**src/include/uac_consts.svh**
```systemverilog
`ifndef UAC_CONSTS_SVH
`define UAC_CONSTS_SVH

// data and byte address width
`define UAC_WORD_W 32

// byte offset inside a word
`define UAC_OFS_W 2

// mask with every data bit written
`define UAC_FULL_MASK 32'hffff_ffff

// address step to the next word
`define UAC_WORD_BYTES 32'd4

`endif

```
**src/verilog/uac_pkg.sv**
```systemverilog
`include "uac_consts.svh"

package uac_pkg;

    // widths that carry a meaning
    typedef logic [`UAC_WORD_W-1:0] addr_t;
    typedef logic [`UAC_WORD_W-1:0] data_t;
    typedef logic [`UAC_WORD_W-1:0] mask_t;
    typedef logic [`UAC_OFS_W-1:0]  byte_ofs_t;

    // what the memory port is doing, picks address and write data
    typedef enum logic [2:0] {
        PH_FIRST_READ,
        PH_NEXT_READ,
        PH_WRITE_PASS,
        PH_WRITE_MERGE,
        PH_WRITE_LOW,
        PH_WRITE_HIGH
    } mem_phase_t;

    // access sequencer
    typedef enum logic [3:0] {
        S_IDLE,
        S_FIRST_CMD,
        S_END,
        S_FIRST_RDATA,
        S_NEXT_CMD,
        S_NEXT_RDATA,
        S_WRITE_CMD,
        S_WRITE_LOW_CMD,
        S_WRITE_HIGH_CMD
    } seq_state_t;

    // request, same shape on cpu and memory side
    typedef struct packed {
        logic  valid;
        logic  wen;
        addr_t addr;
        data_t wdata;
        mask_t wmask;
    } mem_req_t;

    // read response, valid only
    typedef struct packed {
        logic  valid;
        data_t rdata;
    } mem_resp_t;

endpackage

```
**src/verilog/uac_sequencer.sv**
```systemverilog
module uac_sequencer (
    input  logic               clk,
    input  logic               rst_n,
    input  logic               cpu_valid,
    input  logic               mem_ready,
    input  logic               mem_rvalid,
    input  logic               is_write,
    input  logic               aligned,
    input  logic               full_mask,
    output logic               cpu_ready,
    output logic               cpu_rvalid,
    output logic               capture,
    output logic               mem_valid,
    output logic               mem_wen,
    output logic               load_first,
    output logic               load_next,
    output uac_pkg::mem_phase_t phase
);

    import uac_pkg::*;

    seq_state_t state;
    seq_state_t state_nxt;

    // full aligned write needs no read of the old word
    logic pass_write;

    assign pass_write = is_write && aligned && full_mask;

    // next state
    always_comb begin
        state_nxt = state;
        case (state)
            S_IDLE: begin
                if (cpu_valid) begin
                    state_nxt = S_FIRST_CMD;
                end
            end
            S_FIRST_CMD: begin
                // fire and forget for pass write
                if (mem_ready) begin
                    state_nxt = pass_write ? S_END : S_FIRST_RDATA;
                end
            end
            S_FIRST_RDATA: begin
                if (mem_rvalid) begin
                    if (!aligned) begin
                        state_nxt = S_NEXT_CMD;
                    end else if (is_write) begin
                        state_nxt = S_WRITE_CMD;
                    end else begin
                        state_nxt = S_END;
                    end
                end
            end
            S_NEXT_CMD: begin
                if (mem_ready) begin
                    state_nxt = S_NEXT_RDATA;
                end
            end
            S_NEXT_RDATA: begin
                // both words in hand, read done or split write starts
                if (mem_rvalid) begin
                    state_nxt = is_write ? S_WRITE_LOW_CMD : S_END;
                end
            end
            S_WRITE_CMD: begin
                if (mem_ready) begin
                    state_nxt = S_END;
                end
            end
            S_WRITE_LOW_CMD: begin
                if (mem_ready) begin
                    state_nxt = S_WRITE_HIGH_CMD;
                end
            end
            S_WRITE_HIGH_CMD: begin
                if (mem_ready) begin
                    state_nxt = S_END;
                end
            end
            S_END: begin
                state_nxt = S_IDLE;
            end
            default: begin
                state_nxt = S_IDLE;
            end
        endcase
    end

    always_ff @(posedge clk or negedge rst_n) begin
        if (!rst_n) begin
            state <= S_IDLE;
        end else begin
            state <= state_nxt;
        end
    end

    // memory command per state, held until ready
    always_comb begin
        mem_valid = 1'b0;
        mem_wen   = 1'b0;
        phase     = PH_FIRST_READ;
        case (state)
            S_FIRST_CMD: begin
                mem_valid = 1'b1;
                mem_wen   = pass_write;
                phase     = pass_write ? PH_WRITE_PASS : PH_FIRST_READ;
            end
            S_NEXT_CMD, S_NEXT_RDATA: begin
                mem_valid = (state == S_NEXT_CMD);
                phase     = PH_NEXT_READ;
            end
            S_WRITE_CMD: begin
                mem_valid = 1'b1;
                mem_wen   = 1'b1;
                phase     = PH_WRITE_MERGE;
            end
            S_WRITE_LOW_CMD: begin
                mem_valid = 1'b1;
                mem_wen   = 1'b1;
                phase     = PH_WRITE_LOW;
            end
            S_WRITE_HIGH_CMD: begin
                mem_valid = 1'b1;
                mem_wen   = 1'b1;
                phase     = PH_WRITE_HIGH;
            end
            default: begin
                // idle port shows the aligned saved address
                phase = PH_FIRST_READ;
            end
        endcase
    end

    // cpu side
    assign cpu_ready = (state == S_IDLE);
    assign capture   = cpu_ready && cpu_valid;

    // read words saved as they arrive
    assign load_first = (state == S_FIRST_RDATA) && mem_rvalid;
    assign load_next  = (state == S_NEXT_RDATA) && mem_rvalid;

    // response with the last word a read needs
    assign cpu_rvalid = !is_write && ((load_first && aligned) || load_next);

endmodule

```
**src/verilog/uac_datapath.sv**
```systemverilog
`include "uac_consts.svh"

module uac_datapath (
    input  logic                clk,
    input  logic                rst_n,
    input  logic                capture,
    input  logic                cpu_wen,
    input  uac_pkg::addr_t      cpu_addr,
    input  uac_pkg::data_t      cpu_wdata,
    input  uac_pkg::mask_t      cpu_wmask,
    input  logic                load_first,
    input  logic                load_next,
    input  uac_pkg::mem_phase_t phase,
    input  uac_pkg::data_t      mem_rdata,
    output logic                is_write,
    output logic                aligned,
    output logic                full_mask,
    output uac_pkg::addr_t      mem_addr,
    output uac_pkg::data_t      mem_wdata,
    output uac_pkg::data_t      cpu_rdata
);

    import uac_pkg::*;

    // saved request
    logic  save_wen;
    addr_t save_addr;
    data_t save_wdata;
    mask_t save_wmask;

    // words read before a merge or an unaligned read
    data_t first_word;
    data_t next_word;

    byte_ofs_t                  ofs;
    logic [`UAC_OFS_W+2:0]      lo_sh;
    logic [`UAC_OFS_W+3:0]      hi_sh;
    addr_t                      addr_lo;
    addr_t                      addr_hi;
    logic [2*`UAC_WORD_W-1:0]   rd_pair;

    // new bits where the mask is set, old bits elsewhere
    function automatic data_t merge_bits(input data_t old_d, input data_t new_d,
                                         input mask_t m);
        return (old_d & ~m) | (new_d & m);
    endfunction

    // control part of the request
    always_ff @(posedge clk or negedge rst_n) begin
        if (!rst_n) begin
            save_wen   <= 1'b0;
            save_addr  <= '0;
            save_wmask <= '0;
        end else if (capture) begin
            save_wen   <= cpu_wen;
            save_addr  <= cpu_addr;
            save_wmask <= cpu_wmask;
        end
    end

    // payload
    always_ff @(posedge clk) begin
        if (capture) begin
            save_wdata <= cpu_wdata;
        end
        if (load_first) begin
            first_word <= mem_rdata;
        end
        if (load_next) begin
            next_word <= mem_rdata;
        end
    end

    assign ofs       = save_addr[`UAC_OFS_W-1:0];
    assign is_write  = save_wen;
    assign aligned   = (ofs == '0);
    assign full_mask = (save_wmask == `UAC_FULL_MASK);

    // byte offset in bits, and the rest of the word for the high lanes
    assign lo_sh = {ofs, 3'b000};
    assign hi_sh = 6'd32 - {1'b0, lo_sh};

    assign addr_lo = {save_addr[`UAC_WORD_W-1:`UAC_OFS_W], {`UAC_OFS_W{1'b0}}};
    assign addr_hi = addr_lo + `UAC_WORD_BYTES;

    // second word only for the next read and the high write
    assign mem_addr = (phase == PH_NEXT_READ || phase == PH_WRITE_HIGH) ? addr_hi : addr_lo;

    always_comb begin
        case (phase)
            PH_WRITE_PASS: mem_wdata = save_wdata;
            PH_WRITE_MERGE: mem_wdata = merge_bits(first_word, save_wdata, save_wmask);
            // low lanes of wdata go above the offset, bytes below kept by zero mask
            PH_WRITE_LOW: mem_wdata = merge_bits(first_word, save_wdata << lo_sh,
                                                 save_wmask << lo_sh);
            // upper lanes of wdata into the bottom of the next word
            PH_WRITE_HIGH: mem_wdata = merge_bits(next_word, save_wdata >> hi_sh,
                                                  save_wmask >> hi_sh);
            default: mem_wdata = '0;
        endcase
    end

    // arriving word above the saved one, shifted down by the offset
    assign rd_pair   = {mem_rdata, first_word} >> lo_sh;
    assign cpu_rdata = aligned ? mem_rdata : rd_pair[`UAC_WORD_W-1:0];

endmodule

```
**src/verilog/unaligned_access_ctrl.sv**
```systemverilog
`include "uac_consts.svh"

module unaligned_access_ctrl (
    input  logic               clk,
    input  logic               rst_n,
    input  uac_pkg::mem_req_t  cpu_req,
    output logic               cpu_ready,
    output uac_pkg::mem_resp_t cpu_resp,
    output uac_pkg::mem_req_t  mem_req,
    input  logic               mem_ready,
    input  uac_pkg::mem_resp_t mem_resp
);

    import uac_pkg::*;

    logic       is_write;
    logic       aligned;
    logic       full_mask;
    logic       capture;
    logic       load_first;
    logic       load_next;
    mem_phase_t phase;

    // order of memory commands
    uac_sequencer u_uac_sequencer (
        .clk        (clk),
        .rst_n      (rst_n),
        .cpu_valid  (cpu_req.valid),
        .mem_ready  (mem_ready),
        .mem_rvalid (mem_resp.valid),
        .is_write   (is_write),
        .aligned    (aligned),
        .full_mask  (full_mask),
        .cpu_ready  (cpu_ready),
        .cpu_rvalid (cpu_resp.valid),
        .capture    (capture),
        .mem_valid  (mem_req.valid),
        .mem_wen    (mem_req.wen),
        .load_first (load_first),
        .load_next  (load_next),
        .phase      (phase)
    );

    // addresses, merged writes, assembled reads
    uac_datapath u_uac_datapath (
        .clk        (clk),
        .rst_n      (rst_n),
        .capture    (capture),
        .cpu_wen    (cpu_req.wen),
        .cpu_addr   (cpu_req.addr),
        .cpu_wdata  (cpu_req.wdata),
        .cpu_wmask  (cpu_req.wmask),
        .load_first (load_first),
        .load_next  (load_next),
        .phase      (phase),
        .mem_rdata  (mem_resp.rdata),
        .is_write   (is_write),
        .aligned    (aligned),
        .full_mask  (full_mask),
        .mem_addr   (mem_req.addr),
        .mem_wdata  (mem_req.wdata),
        .cpu_rdata  (cpu_resp.rdata)
    );

    // memory only takes whole words
    assign mem_req.wmask = `UAC_FULL_MASK;

endmodule

```
**config.mk**
```make
export PLATFORM = sky130hd
export DESIGN_NAME = unaligned_access_ctrl
export DESIGN_NICKNAME = d
export VERILOG_FILES = /design/src/verilog/uac_pkg.sv /design/src/verilog/uac_sequencer.sv /design/src/verilog/uac_datapath.sv /design/src/verilog/unaligned_access_ctrl.sv
export VERILOG_INCLUDE_DIRS = /design/src /design/src/include
export SDC_FILE = /design/constraint.sdc
export NUM_CORES = 1
export LEC_CHECK = 0
export BUFFER_PORTS_ARGS = -buffer_cell sky130_fd_sc_hd__buf_2
export CORE_MARGIN = 3
export CORE_UTILIZATION = 35
export CTS_CLUSTER_DIAMETER = 150
export DETAILED_ROUTE_END_ITERATION = 10
export PLACE_DENSITY = 0.58
export SLEW_MARGIN = 10
export SYNTH_ARGS = -nofsm -noshare
export SYNTH_HDL_FRONTEND = slang
export SYNTH_SLANG_ARGS = --single-unit
```
**constraint.sdc**
```tcl
create_clock -name clk -period 4.7 [get_ports clk]
set_input_delay 0.47 -clock clk [delete_from_list [all_inputs] [get_ports clk]]
set_output_delay 0.47 -clock clk [all_outputs]
set_load 0.01 [all_outputs]
```
Yosys cells after proc, flatten, opt, wreduce, memory -nomap -nowiden. Index checks and enable logic that the tools add are counted.

Output and inout bits: 132. Register bits: 165. Input bits: 134.

Shifts and indexed selects: 5. Bitwise logic cells: 12. $add $sub $neg: 2. Equal/unequal tests: 20. Reductions and logical operators: 17. Multiplexer cells: 19.

Operator list (number): $and A32 B32 Y32 (6); $pmux W32 S4 (1); $not A32 Y32 (3); $or A32 B32 Y32 (3); $mux W32 (2); $shl A32 B5 Y32 (2); $shr A32 B6 Y32 (2); $shr A64 B5 Y32 (1); $add A32 B3 Y32 const B (1); $eq A32 B32 Y1 const B (1); $mux W4 (8); $pmux W4 S7 (1); $eq A4 B3 Y1 const B (4); $pmux W3 S5 (1); $ne A2 B2 Y1 const B (6); $logic_and A1 B1 Y1 (7); $reduce_and A7 Y1 (1); $eq A3 B2 Y1 const B (2); $eq A3 B3 Y1 const B (2); $mux W3 (2); $sub A6 B5 Y6 const A (1); $eq A4 B1 Y1 const B (1); $eq A4 B2 Y1 const B (1); $eq A4 B4 Y1 const B (1); 12 further kinds (15).

Depth between registers and ports, before layout. Gate-level depths: netlist of the first run.

Depth after elaboration: 8. Depth in mapped cells: 14. Gate-level depth less buffers: 7.

Cells and area by module. Synthesis of the first run repeated with hierarchy kept, for this count alone.

Cell total of the unflattened synthesis: 1040. Area, all modules: 11690.0 um^2.

Modules (own cells, without submodules): uac_datapath (instances 1, cells each 944, area each 10953.0 um^2); uac_sequencer (instances 1, cells each 63, area each 493.0 um^2); unaligned_access_ctrl (instances 1, cells each 33, area each 244.0 um^2).

Least setup slack after synthesis of the first run. Ideal clock, no wire load.

Path type: reg2reg. Start: register u_uac_sequencer.state[1]. End: register u_uac_datapath.first_word[0] (enable). Path buffers: 2. Cell stages (with the launch flop): 5. Required time: 4187 ps. Library setup time: 513 ps. Data arrival time: 4432 ps. Setup slack: -245 ps. Cells stage by stage: dfrtp_1 > buf_2 > buf_1 > nand2_1 > nor4b_1.

Cells in the longest elaborated chain, start to end: 2.

Ends and longest elaborated chain: start: declaration (line uac_sequencer.sv:22) `seq_state_t state;`; start signal: assignment (line uac_sequencer.sv:95) `state <= state_nxt;`; $eq A4 B2 Y1 (line uac_sequencer.sv:141) `assign load_first = (state == S_FIRST_RDATA) && mem_rvalid;`; $logic_and A1 B1 Y1 (line uac_sequencer.sv:141); net load_first (line unaligned_access_ctrl.sv:20) `logic load_first;`; end signal: assignment (line uac_datapath.sv:67) `first_word <= mem_rdata;`; end: declaration (line uac_datapath.sv:32) `data_t first_word;`.

The timed path passes the listed nets, and every way through them passes these cells. A chain may end at the register's enable or synchronous reset.

==> impl_metrics.json, run 1 <==
{
  "cts_setup_buffers": 0,
  "overflow": 0,
  "power_switching_mw": 4.21,
  "clkSinkCount": 165,
  "num-fill-cells": 3189,
  "grtUsageTotal": 0.216,
  "root_buffer": "clkbuf_16",
  "finalNetCount": 1553,
  "tightestPinTransition_ps": 1030,
  "fin_util": 0.416,
  "grt_pass1_vias": 9510,
  "endpoint_kind": "primary output",
  "path_buf_inv": 4,
  "crit_start": "u_uac_datapath.save_addr[1]$_DFFE_PN0P_",
  "crit_path_cell_trace": "clkinv_1 -> buf_4 -> ha_2 -> inv_1 -> nand2_1 -> o22ai_1 -> mux2i_1 -> o221ai_1 -> buf_2",
  "whs_ps": 148,
  "crit_slowest_cell": "inv_1",
  "cts.htree.levels": 4,
  "final_common_cell": "nand2_1",
  "max_stage_delay_ps": 620,
  "ys_warn_count": 0,
  "portBuffers": 231,
  "routed_wl_mm": 38.2,
  "start_kind": "flop",
  "cp_max_fo": 24,
  "switching_share": 0.469,
  "p_leak_nw": 5.84,
  "syn_area_mm2": 0.0113,
  "r2r-end": "u_uac_datapath.save_wdata[27]$_DFFE_PP_",
  "synth.largest_area_cell": "edfxtp_1",
  "fin_crit_sh": 0.854,
  "synth-edff-count": 96,
  "path_delay_family": "buffers and inverters",
  "hold_viol_final": 0,
  "cp-endpoint": "mem_req[34]",
  "dieArea_mm2": 0.0346,
  "die_h_um": 186,
  "start_util": 0.358,
  "ios": 266,
  "r2r-start": "u_uac_sequencer.state[1]$_DFFE_PN0P_",
  "cts_tree": "yes",
  "peakVddDrop_v": 0.000578,
  "cp_num_cells": 9,
  "power.total_mw": 8.97,
  "syn_avg_cell_area_um2": 9.07,
  "wl_per_cell_um": 20.8,
  "reg2reg_setup_slack_ps": 1900,
  "clkPwrFrac": 0.151,
  "dr.pass1.iters": 5,
  "synth_top_area_frac": 0.254,
  "path_clk_slew_ps": 70,
  "drtIter0Drc": 988,
  "hold_class": "in2async",
  "syn_inst": 1251,
  "place_congestion": 0.873,
  "ys_types": 60,
  "ys_seq_area_frac": 0.406,
  "outcome": "finished clean",
  "finalSetupViolCount": 0,
  "final_cell_mix": "nand2_1, buf_2, mux2i_1",
  "worstPathRequired_ps": 4230,
  "clk_latency_ps": 450,
  "path_class": "reg2out",
  "setup_tns_ps": 0,
  "comb_power_share": 0.538,
  "grt_max_degree": 158,
  "area_growth_pct": 16.3,
  "report.final.slew_viol_count": 0,
  "cts_resized": 0,
  "grt_pass1_wl_mm": 56.7,
  "maxCapViolations": 0,
  "viasPerCell": 5.54,
  "clock_skew_ps": 10.7,
  "internal_power_mw": 4.76,
  "ys.flop_type": "edfxtp_1",
  "power_density_mw_per_mm2": 680,
  "ctsHoldBuffers": 0,
  "seqPwrFrac": 0.310,
  "max_freq_ghz": 0.249,
  "ys_seq_elements": 165,
  "crit_arrival_ps": 3550,
  "layout_min_cycle_time_ps": 4020,
  "yosys-top-cells-area": "edfxtp_1, dfrtp_1, mux2i_1, nand2_1, o21ai_0",
  "async_flop_share": 0.418,
  "numCtsBuffers": 17,
  "rows": 65,
  "rsz0062_at_grt": "false",
  "place_hpwl_mm": 27.4,
  "max_slew_margin": 0.315,
  "ant_nets": 0,
  "vias": 10200,
  "clock_path_buffers": 2,
  "core_area_mm2": 0.0317,
  "ff2ff_path_depth": 4,
  "antenna_found_initial": 4,
  "die_w_um": 186,
  "drive_gt1_frac": 0.243,
  "drc": 0
}
power by group through the flow:
stage	logic (mW)	clock network, mW	registers, mW
final	4.83	1.36	2.78
after global routing	5.29	1.45	2.84
after CTS	4.81	1.39	2.75
after detailed placement	4.79	0	2.77
after global placement	4.74	0	2.77
after floorplan	3.78	0	2.27
through the flow:
| step | instances | setup slack [ps] | instance area (µm²) |
|---|---|---|---|
| global route | 1832 | 524 | 13200 |
| global placement | 1800 | 1270 | 12600 |
| finish | 1833 | 684 | 13200 |
| detailed placement | 1800 | 1200 | 12600 |
| CTS | 1832 | 703 | 13200 |
| floorplan | 1283 | 1200 | 11500 |
layout make-up:
cell class                      count  area [µm²]  share of cell area
Antenna cell                        1        2.50            0.000190
Clock buffer                       19         443              0.0336
Clock inverter                     13         124             0.00939
Inverter                           20        76.3             0.00579
Multi-Input combinational cell    961        6100               0.462
Sequential cell                   165        4620               0.350
Tap cell                          402         503              0.0381
Timing Repair Buffer              252        1330               0.101
synthesized netlist by cell type (5+ instances only):
library cell / instances
nand2_1: 307
mux2i_1: 158
edfxtp_1: 96
dfrtp_1: 69
o21ai_0: 65
clkbuf_1: 60
a21oi_1: 52
nor2_1: 42
buf_4: 37
buf_2: 34
o22ai_1: 32
mux2_2: 28
xnor2_1: 27
nand3_1: 25
inv_1: 19
and2_1: 17
a31o_2: 15
o221ai_1: 15
nand4_1: 14
o31a_1: 12
a21o_1: 10
a221o_1: 8
a31oi_1: 8
and3_1: 8
o2bb2ai_1: 8
a211oi_1: 6
o211a_1: 6
buf_1: 5
mux4_2: 5
nand2b_1: 5
nor3_1: 5
worst min path at each step:
stage,to,slack (ps),cells past startpoint
floorplan,u_uac_datapath.is_write$_DFFE_PN0P_,170,0
global placement,u_uac_datapath.save_addr[22]$_DFFE_PN0P_,500,2
detailed placement,u_uac_datapath.save_addr[27]$_DFFE_PN0P_,510,2
CTS,u_uac_datapath.save_wmask[25]$_DFFE_PN0P_,170,1
global route,u_uac_datapath.save_wdata[9]$_DFFE_PP_,170,1
finish,u_uac_datapath.save_wmask[25]$_DFFE_PN0P_,150,1
kinds of logic (layout without fill, tap and decap cells):
kind of cell | count (synthesis) | count (layout) | share of synthesized area
fa+ha+maj | 2 | 2 | 0.00220
buf+inv | 157 | 304 | 0.0686
flops | 165 | 165 | 0.406
xor+xnor | 30 | 30 | 0.0232
mux | 191 | 191 | 0.177
other cells | 2 | 35 | 0.000662
compound gates | 251 | 251 | 0.147
simple gates | 453 | 453 | 0.175
routing by layer:
layer	global-route usage	vias to the layer above	part of all wire
met5	0	-	0.0012
met4	0.0772	8	0.030
met3	0.0449	78	0.090
met2	0.317	563	0.42
met1	0.316	4768	0.45
li1	-	4741	-
registers in the layout, indices dropped and copies added, names as in the netlist:
| signal | count |
|---|---|
| u_uac_datapath.save_wdata | 32 |
| u_uac_sequencer.state | 4 |
| u_uac_datapath.save_addr | 32 |
| u_uac_datapath.first_word | 32 |
| u_uac_datapath.save_wmask | 32 |
| u_uac_datapath.next_word | 32 |
| u_uac_datapath.is_write | 1 |
worst reg2reg max path, cell delays in order (launching register included):
cell and delay (ps):
dfrtp_1 660, nor4_1 590, nand2_2 120, clkinv_2 590
buf_4 500
Power figures use the tool's default switching activity.
==> run 2: changes to the inputs <==
--- a/config.mk
+++ b/config.mk
@@ -6,6 +6,7 @@
 export SDC_FILE = /design/constraint.sdc
 export NUM_CORES = 1
 export LEC_CHECK = 0
+export ABC_AREA = 1
 export BUFFER_PORTS_ARGS = -buffer_cell sky130_fd_sc_hd__buf_2
 export CORE_MARGIN = 3
 export CORE_UTILIZATION = 35
==> run 2 against run 1 <==
Clock skew rose by 2.8 ps. Area after synthesis rose by 8.0%. Sequential share of layout area fell by 2.4 points. Combinational power rose by 6.2%. Non-clock buffer count did not move. Maximum frequency rose by 1.6%. Via count rose by 29%. Cell count rose by 35%. Global-route usage rose by 3.6 points. Die area rose by 7.7%. Power rose by 2.3%. Highest routed layer unchanged. Flip-flop and latch count did not move.
==> impl_metrics.json, run 2 <==
{
  "outcome": "finished clean",
  "max_freq_ghz": 0.253,
  "grt_pass1_wl_mm": 71.5,
  "start_util": 0.360,
  "async_flop_share": 0.418,
  "tightestPinTransition_ps": 1190,
  "hold_viol_final": 0,
  "viasPerCell": 5.32,
  "ys_seq_elements": 165,
  "routed_wl_mm": 47.4,
  "placed_area_mm2": 0.0135,
  "report.final.slew_viol_count": 0,
  "max_slew_margin": 0.205,
  "synth.largest_area_cell": "edfxtp_1",
  "root_buffer": "clkbuf_16",
  "start_kind": "flop",
  "drc": 0,
  "syn_avg_cell_area_um2": 6.66,
  "clkSinkCount": 165,
  "ys_seq_area_frac": 0.376,
  "setup_tns_ps": 0,
  "power_density_mw_per_mm2": 649,
  "worstPathRequired_ps": 4230,
  "grtUsageTotal": 0.252,
  "synth_top_family_by_area": "simple AND/OR/NAND/NOR gates",
  "synthMuxAreaShare": 0.00643,
  "hold_class": "in2reg",
  "grt_pass1_vias": 11900,
  "ys.flop_type": "edfxtp_1",
  "synth_simple_gate_area_frac": 0.330,
  "switching_share": 0.530,
  "wl_per_cell_um": 19.2,
  "ios": 266,
  "grt_max_degree": 130,
  "syn_area_mm2": 0.0123,
  "cts_tree": "yes",
  "vias": 13100,
  "place_hpwl_mm": 34.2,
  "synth.most_common_cell": "nand2_1",
  "clock_path_buffers": 2,
  "fin_ws_ps": 747,
  "power_switching_mw": 4.86,
  "core_area_mm2": 0.0340,
  "area_growth_pct": 15.5,
  "yosys-top-cells-area": "edfxtp_1, nand2_1, dfrtp_1, o21ai_0, nand3_1",
  "synth_top_area_frac": 0.235,
  "synthAdderAreaFrac": 0.00204,
  "synth-edff-count": 96,
  "endpoint_kind": "primary output",
  "antenna_found_initial": 2,
  "rows": 67,
  "die_h_um": 193,
  "clk_latency_ps": 460,
  "cts.htree.levels": 4,
  "drtIter0Drc": 1554,
  "fin_crit_sh": 0.841,
  "path_class": "reg2out",
  "numCtsBuffers": 17,
  "place_congestion": 0.938,
  "whs_ps": 178,
  "portBuffers": 231,
  "peakVddDrop_v": 0.000360,
  "final_common_cell": "nand2_1",
  "synthXorXnorAreaFrac": 0.00786,
  "finalNetCount": 2145,
  "clock_skew_ps": 13.6,
  "ys_warn_count": 0,
  "cp_max_fo": 44,
  "syn_inst": 1841,
  "cts_resized": 0,
  "yosys-top-cells-count": "nand2_1, o21ai_0, inv_1",
  "path_clk_slew_ps": 80,
  "crit_arrival_ps": 3480,
  "die_w_um": 193,
  "ant_nets": 0,
  "dr.pass1.iters": 7,
  "layout_min_cycle_time_ps": 3950,
  "rsz0062_at_grt": "false",
  "ys_types": 36,
  "finalSetupViolCount": 0,
  "maxCapViolations": 0,
  "internal_power_mw": 4.32,
  "clkPwrFrac": 0.160,
  "synth-compound-area-share": 0.165,
  "dieArea_mm2": 0.0373,
  "dp_slack_ps": 1280,
  "p_leak_nw": 6.68,
  "drive_gt1_frac": 0.158,
  "seqPwrFrac": 0.281,
  "overflow": 0,
  "final_cell_mix": "nand2_1, buf_2, o21ai_0",
  "final_cell_area_mm2": 0.0141,
  "comb_power_share": 0.559
}
[run 2: changes by cell type in the layout (fill, tap and decap cells not counted), sizes merged, moves of 26 or more]
cell | previous run | this run
mux2i | 158 | 0
nand2 | 307 | 680
inv | 22 | 173
nor2 | 42 | 118
o21ai | 65 | 243
xnor2 | 27 | 1
o211ai | 2 | 54
o22ai | 32 | 1
nand3 | 27 | 130
nand4 | 14 | 51
[run 2: cell type report]
type / count / area, µm²
sequential: 165 / 4610
clock inverter: 15 / 176
inverter: 166 / 624
fill: 3624 / 19900
multi-input combinational: 1407 / 6400
timing repair buffer: 252 / 1340
tap: 448 / 561
clock buffer: 17 / 425
antenna: 2 / 5.00
[run 2: path summary, 6_finish.rpt]
path	start	endpoint	slack [ps]	depth (start not counted)
max	u_uac_datapath.save_addr[0]$_DFFE_PN0P_	mem_req[34]	750	11
min in group asynchronous	rst_n	u_uac_datapath.save_wmask[7]$_DFFE_PN0P_	470	2
max in group asynchronous	rst_n	u_uac_sequencer.state[0]$_DFFE_PN0P_	3190	3
max reg2reg	u_uac_sequencer.state[3]$_DFFE_PN0P_	u_uac_datapath.save_addr[8]$_DFFE_PN0P_	2200	5
min	cpu_req[56]	u_uac_datapath.save_wdata[24]$_DFFE_PP_	180	1
min reg2reg	u_uac_sequencer.state[3]$_DFFE_PN0P_	u_uac_sequencer.state[3]$_DFFE_PN0P_	580	2
[run 2: cells by family (layout without fill, tap and decap cells)]
| family | count (synthesis) | in the layout |
|---|---|---|
| AO/OA/AOI/OAI | 371 | 371 |
| buffers and inverters | 301 | 450 |
| adder cells (fa/ha/maj) | 2 | 2 |
| XOR/XNOR | 11 | 11 |
| multiplexers | 7 | 7 |
| AND/OR/NAND/NOR | 982 | 982 |
| other | 2 | 36 |
| flip-flops | 165 | 165 |
[run 2: metrics by stage]
| stage | total power, mW | std cells | utilization |
|---|---|---|---|
| 2_1_floorplan | 5.95 | 1873 | - |
| 3_3_place_gp | 7.62 | 2437 | 0.398 |
| 3_5_place_dp | 7.63 | 2437 | 0.398 |
| 4_1_cts | 9.13 | 2470 | 0.416 |
| 5_1_grt | 9.97 | 2471 | 0.416 |
| 6_report | 9.18 | 2472 | 0.416 |
[run 2: what timing repair did]
item | CTS | global route
hold buffers | 1 | 0
buffers inserted | 0 | 0
hold endpoints to repair | 18 | 0
[run 2: routing by layer]
layer	up-vias	share of wire	global-route usage
met5	-	0.00021	0
met4	2	0.020	0.0687
met3	61	0.098	0.0528
met2	703	0.41	0.359
met1	6028	0.47	0.385
li1	6355	-	-
[run 2: power groups by stage]
stage               combinational (mW)  clock [mW]  sequential, mW
floorplan                         3.67           0            2.28
global placement                  5.03           0            2.59
detailed placement                5.05           0            2.58
CTS                               5.07        1.50            2.55
global route                      5.79        1.55            2.63
finish                            5.13        1.47            2.58
[run 2: worst max-delay path: stages (launching register included)]
cell     delay [ps]
dfrtp_4         680
inv_2            70
ha_1            270
inv_2           390
nand2_1         520
inv_2           410
nand2_1         120
nand3_1          90
nand2_1          60
a21oi_1         130
nand3_1         110
buf_2           160
==> run 3: changes to the inputs <==
--- a/config.mk
+++ b/config.mk
@@ -6,7 +6,7 @@
 export SDC_FILE = /design/constraint.sdc
 export NUM_CORES = 1
 export LEC_CHECK = 0
-export ABC_AREA = 1
+export ABC_AREA = 0
 export BUFFER_PORTS_ARGS = -buffer_cell sky130_fd_sc_hd__buf_2
 export CORE_MARGIN = 3
 export CORE_UTILIZATION = 35
==> constraint.sdc (replaced) <==
create_clock -name clk -period 3.5 [get_ports clk]
set_input_delay 0.35 -clock clk [delete_from_list [all_inputs] [get_ports clk]]
set_output_delay 0.35 -clock clk [all_outputs]
set_load 0.01 [all_outputs]
==> run 3 against run 2 <==
Count of clock-buffer cells in the layout unchanged. Worst setup slack got worse by 560 ps. Via count down 22%. Power increased by 35%. Cell area decreased by 5.0%. Sequential share of layout area is 1.7 points higher. Flip-flop and latch count unchanged. Non-clock buffer count rose by 25. Worst hold slack got worse by 100 ps. Critical path type unchanged. Critical endpoint unchanged.
==> impl_metrics.json, run 3 (synthesis gave the netlist of run 1 again) <==
{
  "antenna_found_initial": 3,
  "routed_wl_mm": 38.8,
  "cp-endpoint": "mem_req[34]",
  "area_growth_pct": 18.4,
  "start_util": 0.358,
  "cpMostUsedCell": "buf_4",
  "grtUsageTotal": 0.220,
  "rsz0062_at_grt": "false",
  "max_stage_delay_ps": 420,
  "peakVddDrop_v": 0.000703,
  "rows": 65,
  "internal_power_mw": 6.68,
  "reg2reg_setup_slack_ps": 1100,
  "p_leak_nw": 5.98,
  "grt_pass1_vias": 9715,
  "ios": 266,
  "tightestPinTransition_ps": 1090,
  "drc": 0,
  "r2r-end": "u_uac_datapath.save_wdata[7]$_DFFE_PP_",
  "layout_min_cycle_time_ps": 3320,
  "cts.htree.levels": 4,
  "report.final.slew_viol_count": 0,
  "vias": 10300,
  "comb_power_share": 0.557,
  "portBuffers": 231,
  "clock_path_buffers": 2,
  "clkSinkCount": 165,
  "power_density_mw_per_mm2": 925,
  "setup_tns_ps": 0,
  "viasPerCell": 5.53,
  "endpoint_kind": "primary output",
  "wl_per_cell_um": 20.9,
  "seqPwrFrac": 0.284,
  "dr.pass1.iters": 5,
  "hold_class": "in2reg",
  "r2r-start": "u_uac_sequencer.state[1]$_DFFE_PN0P_",
  "finalSetupViolCount": 0,
  "die_h_um": 186,
  "max_freq_ghz": 0.301,
  "drtIter0Drc": 973,
  "maxCapViolations": 0,
  "core_area_mm2": 0.0317,
  "cts_tree": "yes",
  "finalNetCount": 1578,
  "path_clk_slew_ps": 70,
  "place_congestion": 0.854,
  "dp_slack_ps": 410,
  "clock_skew_ps": 16.2,
  "cp_max_fo": 51,
  "crit_arrival_ps": 2970,
  "hold_viol_final": 0,
  "numCtsBuffers": 17,
  "max_slew_margin": 0.271,
  "crit_path_cell_trace": "clkinv_1 -> ha_4 -> buf_4 -> inv_1 -> buf_4 -> nand2_1 -> o22ai_1 -> mux2i_1 -> o221ai_1 -> buf_2",
  "root_buffer": "clkbuf_16",
  "grt_pass1_wl_mm": 58.0,
  "clkPwrFrac": 0.159,
  "clk_latency_ps": 450,
  "place_hpwl_mm": 28.1,
  "final_cell_mix": "nand2_1, buf_2, mux2i_1",
  "ant_nets": 0,
  "power_switching_mw": 5.75,
  "fin_crit_sh": 0.948,
  "drive_gt1_frac": 0.257,
  "die_w_um": 186,
  "overflow": 0,
  "outcome": "finished clean",
  "power.total_mw": 12.4,
  "path_class": "reg2out",
  "whs_ps": 75.1,
  "grt_max_degree": 158,
  "start_kind": "flop",
  "crit_start": "u_uac_datapath.save_addr[1]$_DFFE_PN0P_",
  "dieArea_mm2": 0.0346,
  "fin_ws_ps": 182,
  "crit_slowest_cell": "dfrtp_4",
  "final_common_cell": "nand2_1",
  "worstPathRequired_ps": 3150,
  "switching_share": 0.463,
  "ff2ff_path_depth": 5
}
run 3: cell types whose count changed in the layout (fill, tap and decap cells not counted), sizes merged, moves of 31 or more:
cell / change
nand3: -103
o21ai: -178
mux2i: +158
inv: -150
o211ai: -52
nand2: -373
o22ai: +31
nor2: -76
nand4: -37
run 3: layout make-up:
type,instances,area [µm²]
clock inverters,14,174
well taps,402,503
clock buffers,17,425
fillers,3174,18300
flip-flops and latches,165,4620
repair buffers,277,1530
inverters,20,76.3
diodes,1,2.50
multi-input cells,961,6110
run 3: critical path, delay by kind of cell (launching register included):
kind | cells | cell delay [ps]
buffers and inverters | 5 | 960
AOI/OAI and AO/OA | 2 | 520
DFF | 1 | 420
and+or+nand+nor | 1 | 220
muxes | 1 | 220
adders and majority gates | 1 | 180
run 3: per-stage QoR:
stage,util,area [µm²],std cells
after global placement,0.404,12800,1824
after floorplan,-,11500,1283
after detailed placement,0.404,12800,1824
final,0.424,13400,1857
after global routing,0.424,13400,1857
after CTS,0.424,13400,1856
run 3: per-layer routing:
layer  vias to the layer above  share of wire  global-route usage
met2                       527           0.42               0.323
met3                        84          0.082              0.0410
met1                      4852           0.46               0.318
met5                         -        0.00059                   0
li1                       4801              -                   -
met4                         4          0.035              0.0947
run 3: power by group through the flow:
| stage | clock network (mW) | registers, mW | logic, mW |
|---|---|---|---|
| 2_1_floorplan | 0 | 3.05 | 5.07 |
| 3_3_place_gp | 0 | 3.56 | 6.70 |
| 3_5_place_dp | 0 | 3.57 | 6.80 |
| 4_1_cts | 2.02 | 3.50 | 6.89 |
| 5_1_grt | 2.11 | 3.59 | 7.58 |
| 6_report | 1.98 | 3.53 | 6.92 |
run 3: timing repair:
item,CTS,global route
setup endpoints to repair,14,1
hold buffers,0,0
endpoints found under the hold margin,0,0
buffers inserted,1,0
gates resized for setup,2,1
run 3: how the worst min path moves through the flow:
stage | cells after the start | slack, ps | startpoint | endpoint
3_5_place_dp | 2 | 510 | u_uac_datapath.save_addr[22]$_DFFE_PN0P_ | u_uac_datapath.save_addr[22]$_DFFE_PN0P_
5_1_grt | 1 | 50 | cpu_req[49] | u_uac_datapath.save_wdata[17]$_DFFE_PP_
3_3_place_gp | 2 | 510 | u_uac_datapath.save_addr[17]$_DFFE_PN0P_ | u_uac_datapath.save_addr[17]$_DFFE_PN0P_
4_1_cts | 1 | 60 | cpu_req[49] | u_uac_datapath.save_wdata[17]$_DFFE_PP_
6_report | 1 | 80 | cpu_req[42] | u_uac_datapath.save_wdata[10]$_DFFE_PP_
2_1_floorplan | 0 | 50 | rst_n | u_uac_datapath.is_write$_DFFE_PN0P_
